==> config.mk <==
export PLATFORM = sky130hd
export DESIGN_NAME = cache_generator_response
export DESIGN_NICKNAME = d
export VERILOG_FILES = /design/src/source/glay_config_pkg.sv /design/src/source/glay_mem_pkg.sv /design/src/source/cache_generator_response.sv /design/src/source/response_fifo.sv
export SDC_FILE = /design/constraint.sdc
export NUM_CORES = 2
export LEC_CHECK = 0
export BUFFER_PORTS_ARGS = -buffer_cell sky130_fd_sc_hd__buf_2
export CORE_MARGIN = 1.5
export CORE_UTILIZATION = 60
export DETAILED_ROUTE_END_ITERATION = 16
export PLACE_DENSITY = 0.75
export SYNTH_ARGS = -nofsm -noshare
export SYNTH_HDL_FRONTEND = slang
export SYNTH_SLANG_ARGS = --single-unit
==> constraint.sdc <==
create_clock -name ap_clk -period 6.54 [get_ports ap_clk]
set_input_delay 1.308 -clock ap_clk [delete_from_list [all_inputs] [get_ports ap_clk]]
set_output_delay 1.308 -clock ap_clk [all_outputs]
set_load 0.02 [all_outputs]
==> src/source/glay_config_pkg.sv <==
package glay_config_pkg;

  // -------------------------------------------------------------------------
  // Overlay sizing
  // -------------------------------------------------------------------------
  // Requestor channels sharing the cache
  localparam int num_requestors = 2;
  // Requestor id field, at least one bit
  localparam int id_width = (num_requestors > 1) ? $clog2(num_requestors) : 1;

  // Cache word address and data
  localparam int addr_width = 10;
  localparam int data_width = 32;
  localparam int mem_depth = 1024;
  // Read pipeline depth of the cache RAM
  localparam int mem_latency = 2;

  // -------------------------------------------------------------------------
  // Response FIFO
  // -------------------------------------------------------------------------
  localparam int fifo_depth = 32;
  localparam int fifo_ptr_width = $clog2(fifo_depth);
  // Fill level that raises prog_full
  localparam int prog_thresh = 16;
  // Reset-busy window after srst drops
  localparam int fifo_reset_cycles = 4;
  localparam int rst_cnt_width = $clog2(fifo_reset_cycles + 1);

endpackage : glay_config_pkg
==> src/source/glay_mem_pkg.sv <==
package glay_mem_pkg;

  import glay_config_pkg::*;

  // -------------------------------------------------------------------------
  // Command encoding
  // -------------------------------------------------------------------------
  // Single bit, read is the idle encoding
  typedef enum logic {
    cmd_read  = 1'b0,
    cmd_write = 1'b1
  } cmd_t;

  // -------------------------------------------------------------------------
  // Routing
  // -------------------------------------------------------------------------
  // One mask bit per requestor that receives the response
  // Id of the requestor that issued the command
  typedef struct packed {
    logic [num_requestors-1:0] packet_source;
    logic [id_width-1:0]       requestor_id;
  } route_t;

  // -------------------------------------------------------------------------
  // Request packet
  // -------------------------------------------------------------------------
  // Data is ignored on reads
  typedef struct packed {
    cmd_t                  cmd;
    logic [addr_width-1:0] address;
    logic [data_width-1:0] data;
    route_t                route;
  } request_t;

  // -------------------------------------------------------------------------
  // Response packet
  // -------------------------------------------------------------------------
  // Read data with the route and address it was issued with
  typedef struct packed {
    route_t                route;
    logic [addr_width-1:0] address;
    logic [data_width-1:0] data;
  } response_t;

  // Width of one FIFO entry
  localparam int response_width = $bits(response_t);

endpackage : glay_mem_pkg

==> src/source/cache_generator_response.sv <==
`timescale 1ns/1ps

module cache_generator_response
  import glay_config_pkg::*;
  import glay_mem_pkg::*;
(
  input  logic                      ap_clk,
  input  logic                      areset_control,
  input  logic                      response_in_valid,
  input  response_t                 response_in,
  input  logic                      rd_en,
  output logic                      prog_full,
  output logic [num_requestors-1:0] response_out_valid,
  output response_t                 response_out,
  output logic                      fifo_setup_signal
);

  // -------------------------------------------------------------------------
  // Local reset copies and input stage
  // -------------------------------------------------------------------------
  logic      reset_ctrl_q;
  logic      reset_fifo_q;
  logic      response_in_valid_q;
  response_t response_in_q;

  // FIFO side
  response_t fifo_dout;
  logic      fifo_wr_en;
  logic      fifo_rd_en;
  logic      fifo_empty;
  logic      fifo_valid;
  logic      fifo_wr_rst_busy;
  logic      fifo_rd_rst_busy;
  logic      fifo_setup_int;

  // Separate copies for control logic and the FIFO
  always_ff @(posedge ap_clk) begin
    reset_ctrl_q <= areset_control;
    reset_fifo_q <= areset_control;
  end

  always_ff @(posedge ap_clk) begin
    if (reset_ctrl_q) begin
      response_in_valid_q <= 1'b0;
    end else begin
      response_in_valid_q <= response_in_valid;
    end
  end

  // Payload, no reset
  always_ff @(posedge ap_clk) begin
    response_in_q <= response_in;
  end

  // -------------------------------------------------------------------------
  // FIFO control
  // -------------------------------------------------------------------------
  // Push
  assign fifo_wr_en = response_in_valid_q;
  // Pop
  assign fifo_rd_en = ~fifo_empty & rd_en;
  // Setup while either side is busy
  assign fifo_setup_int = fifo_wr_rst_busy | fifo_rd_rst_busy;

  always_ff @(posedge ap_clk) begin
    if (areset_control || reset_ctrl_q) begin
      fifo_setup_signal <= 1'b1;
    end else begin
      fifo_setup_signal <= fifo_setup_int;
    end
  end

  response_fifo u_response_fifo (
    .ap_clk      (ap_clk),
    .srst        (reset_fifo_q),
    .din         (response_in_q),
    .wr_en       (fifo_wr_en),
    .rd_en       (fifo_rd_en),
    .dout        (fifo_dout),
    // Fill is bounded by prog_full back-pressure
    .full        (),
    .empty       (fifo_empty),
    .valid       (fifo_valid),
    .prog_full   (prog_full),
    .wr_rst_busy (fifo_wr_rst_busy),
    .rd_rst_busy (fifo_rd_rst_busy)
  );

  // -------------------------------------------------------------------------
  // Route demux
  // -------------------------------------------------------------------------
  // One strobe per mask bit, several may fire together
  always_ff @(posedge ap_clk) begin
    if (reset_ctrl_q) begin
      response_out_valid <= '0;
    end else begin
      for (int i = 0; i < num_requestors; i++) begin
        response_out_valid[i] <= fifo_valid & fifo_dout.route.packet_source[i];
      end
    end
  end

  // Shared payload for all requestors
  always_ff @(posedge ap_clk) begin
    response_out <= fifo_dout;
  end

  // No delivery while the FIFO is still in setup
  assert property (@(posedge ap_clk) disable iff (areset_control)
    fifo_setup_signal |-> (response_out_valid == '0));

endmodule : cache_generator_response

==> src/source/response_fifo.sv <==
`timescale 1ns/1ps

module response_fifo
  import glay_config_pkg::*;
  import glay_mem_pkg::*;
(
  input  logic      ap_clk,
  input  logic      srst,
  input  response_t din,
  input  logic      wr_en,
  input  logic      rd_en,
  output response_t dout,
  output logic      full,
  output logic      empty,
  output logic      valid,
  output logic      prog_full,
  output logic      wr_rst_busy,
  output logic      rd_rst_busy
);

  // -------------------------------------------------------------------------
  // Circular buffer state
  // -------------------------------------------------------------------------
  logic [response_width-1:0] storage [fifo_depth];
  logic [fifo_ptr_width-1:0] wr_ptr;
  logic [fifo_ptr_width-1:0] rd_ptr;
  logic [fifo_ptr_width:0]   count;
  logic [rst_cnt_width-1:0]  rst_cnt;
  logic                      wr_accept;
  logic                      rd_accept;

  // Flags from the fill count
  assign full      = (count == (fifo_ptr_width + 1)'(fifo_depth));
  assign empty     = (count == '0);
  assign prog_full = (count >= (fifo_ptr_width + 1)'(prog_thresh));

  // Nothing moves while either side is still coming out of reset
  assign wr_accept = wr_en & ~full & ~wr_rst_busy;
  assign rd_accept = rd_en & ~empty & ~rd_rst_busy;

  // -------------------------------------------------------------------------
  // Reset-busy window
  // -------------------------------------------------------------------------
  // Read side trails the write side by one cycle
  always_ff @(posedge ap_clk) begin
    if (srst) begin
      rst_cnt     <= rst_cnt_width'(fifo_reset_cycles);
      rd_rst_busy <= 1'b1;
    end else begin
      if (rst_cnt != '0) begin
        rst_cnt <= rst_cnt - 1'b1;
      end
      rd_rst_busy <= wr_rst_busy;
    end
  end

  assign wr_rst_busy = (rst_cnt != '0);

  // -------------------------------------------------------------------------
  // Pointers and count
  // -------------------------------------------------------------------------
  // Depth is a power of two, pointers wrap on their own
  always_ff @(posedge ap_clk) begin
    if (srst) begin
      wr_ptr <= '0;
      rd_ptr <= '0;
      count  <= '0;
      valid  <= 1'b0;
    end else begin
      if (wr_accept) begin
        wr_ptr <= wr_ptr + 1'b1;
      end
      if (rd_accept) begin
        rd_ptr <= rd_ptr + 1'b1;
      end
      case ({wr_accept, rd_accept})
        2'b10:   count <= count + 1'b1;
        2'b01:   count <= count - 1'b1;
        default: count <= count;
      endcase
      // Registered read, valid one cycle after rd_en
      valid <= rd_accept;
    end
  end

  // Entry storage and output register
  always_ff @(posedge ap_clk) begin
    if (wr_accept) begin
      storage[wr_ptr] <= din;
    end
    if (rd_accept) begin
      dout <= storage[rd_ptr];
    end
  end

  // Upstream must keep the fill below depth
  assert property (@(posedge ap_clk) disable iff (srst) wr_en |-> !full);

endmodule : response_fifo

[After elaboration in Yosys (flattened, before gate mapping)]
Memories as Yosys holds them, arrays and structs flattened. A register that Yosys moved wholly into a read port is not among the register bits.
Index checks and enable logic that the tools add are counted.
Operators by class
  muxes and demuxes: 3
  bitwise operators: 12
  add/subtract/negate cells: 5
  order comparisons: 1
  reduce and logical (&&, ||, !) cells: 4
  eq/ne operators: 3
Operators by type and width (number)
  $pmux W6 S2: 1
  $add A5 B1 Y5 const B: 2
  $and A1 B1 Y1: 7
  $add A6 B1 Y6 const B: 1
  $eq A6 B6 Y1 const B: 1
  $ge A6 B5 Y1 const B: 1
  $logic_not A6 Y1: 1
  $sub A6 B1 Y6 const B: 1
  $not A1 Y1: 4
  $reduce_bool A3 Y1: 1
  $sub A3 B1 Y3 const B: 1
  $eq A2 B1 Y1 const B: 1
  $eq A2 B2 Y1 const B: 1
  $mux W1: 2
  $reduce_bool A2 Y1: 1
  $logic_or A1 B1 Y1: 1
  $or A1 B1 Y1: 1
Storage, ports and cells
  bits of input ports: 49
  output and inout port bits: 49
  register bits: 116
  memories kept: 1
  word-level logic and storage cells: 47
  memory bits (writable): 1440
Memories
  u_response_fifo.storage: words 32, width 45, read ports 1, clocked after memory_dff 1, wr ports 1, RTL line response_fifo.sv:24  | logic [response_width-1:0] storage [fifo_depth];

[Depth between registers and ports, before layout]
  depth after elaboration: 7
  mapped depth: 13
  depth with buffers taken out: 12

[By module]
A second synthesis with hierarchy kept.
Second synthesis, totals
  cell total of the unflattened synthesis: 2671
  area, all modules: 58740.1 um2
Modules (own cells, without submodules)
  response_fifo: times used 1, cells each 2571, sequential area each 45013.2 um2, area each 56800.7 um2
  cache_generator_response: times used 1, cells each 100, sequential area each 1901.8 um2, area each 1939.4 um2

[Worst setup path after synthesis]
OpenSTA, ideal clock, no wires.
  path type: input-to-reg
  start: input rd_en
  end: register u_response_fifo.count[4]
  setup slack: 1903 ps
  path buffers: 1
  data arrival time: 4516 ps
  cell stages on the path: 10
  setup time: 121 ps
  data required time: 6419 ps
  cell sequence: nor2b_1 o21a_1 ha_1 buf_1 xor2_1 ha_1 a21oi_1 a32oi_1 a31oi_1 mux2_2
Between the ends
  longest elaborated chain between the ends: 5
  elaborated cells on any way between the ends: 7
  those cells by class: eq/ne (2); mux (1); bitwise (3); reduce/logical (1)
RTL lines
  start, declared: RTL line cache_generator_response.sv:11  | input logic rd_en,
  $and A1 B1 Y1 (*): RTL line cache_generator_response.sv:61  | assign fifo_rd_en = ~fifo_empty & rd_en;
  $and A1 B1 Y1 (*) (2 in series): RTL line response_fifo.sv:39  | assign rd_accept = rd_en & ~empty & ~rd_rst_busy;
  net u_response_fifo.rd_accept: RTL line response_fifo.sv:30  | logic rd_accept;
  $eq A2 B1 Y1 or $eq A2 B2 Y1 (tied branches): RTL line response_fifo.sv:76  | case ({wr_accept, rd_accept})
  $pmux W6 S2 or $reduce_bool A2 Y1 (tied branches)
  end signal, assigned: RTL line response_fifo.sv:77  | 2'b10: count <= count + 1'b1;
  end signal, assigned: RTL line response_fifo.sv:78  | 2'b01: count <= count - 1'b1;
  end signal, assigned: RTL line response_fifo.sv:79  | default: count <= count;
  end, declared: RTL line response_fifo.sv:27  | logic [fifo_ptr_width:0] count;
The timed path passes the listed nets; every way through them passes the cells marked *.
A chain may end at the register's enable or synchronous reset.

[Final worst setup path]
  start: register u_response_fifo.count[1]
  end: memory u_response_fifo.storage[25][39] (netlist name), enable pin
Between the ends
  longest elaborated chain between the ends: 6
RTL lines
  $eq A6 B6 Y1: RTL line response_fifo.sv:33  | assign full = (count == (fifo_ptr_width + 1)'(fifo_depth));
  $not A1 Y1: RTL line response_fifo.sv:38  | assign wr_accept = wr_en & ~full & ~wr_rst_busy;
  $and A1 B1 Y1 (2 in series): RTL line response_fifo.sv:38
  $mux W1: RTL line response_fifo.sv:88  | if (wr_accept) begin
  $mux W1 (not written as such): RTL line response_fifo.sv:89  | storage[wr_ptr] <= din;
  end, declared: RTL line response_fifo.sv:24
No other way between the ends.

==> flow_summary.toml <==
[critical_path]
cp.depth = 5
startpoint = "u_response_fifo.count[1]"
crit_type = "flop to flop"
cp-start-kind = "flop"
ff2ff_path_depth = 5
cp.arrival_ns = 4.38
crit_fanout = 24
endpoint_kind = "flop"
cp.required_ns = 6.93
slowest_delay_ns = 1.18
critPathTopFamily = "simple AND/OR/NAND/NOR gates"
reg2reg_from = "u_response_fifo.count[1]"
cp_slowest_cell = "nor2_4"
crit_buf_inv = 1
crit_chain = "or4_1, o21a_1, nand2_1, nor2_4, buf_4"

[power]
combPwrFrac = 0.009
power.leakage_uw = 0.02090
seq_power_share = 0.557
clkPwrFrac = 0.434
peakVddDrop_mv = 0.2741
power_density_nw_per_um2 = 306.2
internal_power_uw = 16500
p_switching_uw = 3925
p_sw_frac = 0.1921

[layout]
layout-drive-gt1-share = 0.2690
fin_cells = 4512
nets = 3160
final_util = 0.6778
syn_to_final_growth_pct = 11.93

[route]
drtIter0Drc = 3766
firstDrtPassIters = 6
drc = 0
ant_nets = 0
routed-via-count = 29826
wl_mm = 136.2
vias_per_cell = 6.610
wl_per_cell_um = 30.19

[synthesis]
synth_cells = 2966
post-synth-top-area-cell = "edfxtp_1"
synth_seq_area_share = 0.7872
ys_warn_count = 0
synthArstFlopShare = 0
synth_ff_type = "edfxtp_1"
synth_common_cells = "edfxtp_1, mux2_2, mux4_2, clkbuf_1, dfxtp_1"
synth_most_common_cell = "edfxtp_1"
synth_area_leaders = "edfxtp_1, mux4_2, mux2_2"
synth-edff-count = 1485
syn-cell-area_um2 = 59600
ys_ff_latch = 1601
synth_top_area_frac = 0.7482
synth_fp_nets = 3025
ys_types = 48
syn_area_per_cell_um2 = 20.09

[min_path]
hp-start = "u_response_fifo.dout[42]"
hold_depth = 0
hold_class = "flop to flop"

[clock_network]
cts.sinks = 1601
cts-htree-levels = 4
post_cts_buffers = 0
tritoncts.num_buffers = 152
clock_latency_ns = 0.77
cts_hold_buf = 0
clockRootBuffer = "clkbuf_16"
cts_resized = 0
cts_tree = "done"
clk_pin_slew_ns = 0.06
clock_path_buffers = 3

[placement]
dp_hpwl_mm = 67.24
io_buffers = 97
gp_congestion = 0.8314
dp_cells = 4234

[sta]
relSlewSlack = 0.05520
post-route-period-util = 0.6102
setup_violations = 0
slew_violations = 0
max_freq_mhz = 250.6
worstMarginPinSlew_ns = 1.415
finClkSkew_ns = 0.02814
rsz0062_at_grt = "no"
hold_violations = 0
tns_ns = 0
finalCriticalPeriod_ns = 3.991
fin_hold_ws_ns = 0.3422

[run]
cap_violations = 0

[floorplanning]
rows = 115
start_util = 0.6056
core_region_area_um2 = 98420
die_h_um = 318.2
die-area_um2 = 101200
die_x_um = 318.2
ios = 98

[global_routing]
track_usage = 0.2708
grt_pass1_vias = 30359
grt_max_degree = 160
grt_pass1_wl_mm = 199.2
antenna_found_initial = 3
grt_overflow = 0

[status]
status = "complete, no violations"
==> layout by cell type, fill, tap and decap left out, types with 4 or more instances in the layout <==
cell type,instances
inv_1,7
dfxtp_1,114
buf_4,50
o22ai_1,90
xor2_1,9
a21oi_1,6
clkbuf_16,155
clkinv_8,4
or4_1,46
edfxtp_1,1485
buf_2,97
nand2_1,6
clkbuf_1,35
mux4_2,180
nor2_4,32
o21ai_0,93
inv_6,5
nor3_1,90
bufinv_16,18
mux2i_1,4
clkinv_2,18
mux2_2,272
nor2b_1,98
a22o_1,90
ha_1,10
and3b_1,4
clkbuf_8,11
clkinv_1,26
nor2_1,22
a211oi_1,90
==> through the flow <==
| stage | cell area [um2] | power (uW) | setup slack [ns] |
|---|---|---|---|
| after global routing | 66710 | 20960 | 2.436 |
| final | 66710 | 20430 | 2.549 |
| after global placement | 61680 | 11750 | 2.304 |
| after floorplan | 59600 | 11650 | 1.903 |
| after detailed placement | 61680 | 11780 | 2.321 |
| after CTS | 66710 | 20520 | 2.582 |
==> per-layer routing <==
layer	up-vias	routed length (um)	global-route usage
met5	-	13	0
met4	2	4300	0.1004
met3	258	12370	0.04630
met2	1661	66490	0.4334
met1	15508	53050	0.3801
li1	12397	-	-
==> worst reg2reg max path: cells and delay by family, from the launching register on <==
family | cells | cell delay (ns)
buf+inv | 1 | 0.63
compound gates | 1 | 0.38
simple gates | 3 | 2.09
flops | 1 | 0.50
==> flip-flops by register name, indices dropped and copies added, names as in the netlist <==
register / flops
u_response_fifo.wr_ptr: 5
response_in_q: 45
u_response_fifo.rd_rst_busy: 1
fifo_setup_signal: 1
u_response_fifo.dout: 45
fifo_wr_en: 1
u_response_fifo.valid: 1
response_out: 45
u_response_fifo.storage: 1440
reset_fifo_q: 1
u_response_fifo.rst_cnt: 3
u_response_fifo.rd_ptr: 5
u_response_fifo.count: 6
response_out_valid: 2
==> worst paths after layout <==
kind / to / slack [ns]
max: u_response_fifo.storage[25][39] / 2.55
min: response_out[42] / 0.34
max reg2reg: u_response_fifo.storage[25][39] / 2.55
min reg2reg: response_out[42] / 0.34
==> layout make-up <==
cell class | instances | area [um2]
Multi-Input combinational cell | 1188 | 12190
Tap cell | 1287 | 1610
Timing Repair Buffer | 150 | 920.9
Clock buffer | 201 | 4161
Fill cell | 6031 | 31710
Antenna cell | 2 | 5.005
Sequential cell | 1601 | 46920
Inverter | 8 | 30.03
Clock inverter | 75 | 868.3
==> cells by family (layout without fill, tap and decap cells) <==
group	after synthesis	after routing	share of synthesized area
simple gates	327	327	0.03139
mux	457	457	0.1203
flops	1601	1601	0.7872
xor+xnor	12	12	0.001764
buf+inv	177	434	0.01316
compound gates	382	382	0.04413
other cells	0	2	0
fa+ha+maj	10	10	0.002099
==> power by group through the flow <==
stage | Sequential [uW] | Clock [uW] | Combinational, uW
finish | 11400 | 8860 | 193
global route | 11400 | 9370 | 207
CTS | 11400 | 8950 | 194
detailed placement | 11600 | 0 | 191
global placement | 11600 | 0 | 178
floorplan | 11500 | 0 | 121
Note: power is estimated with default switching activity, not from simulation.
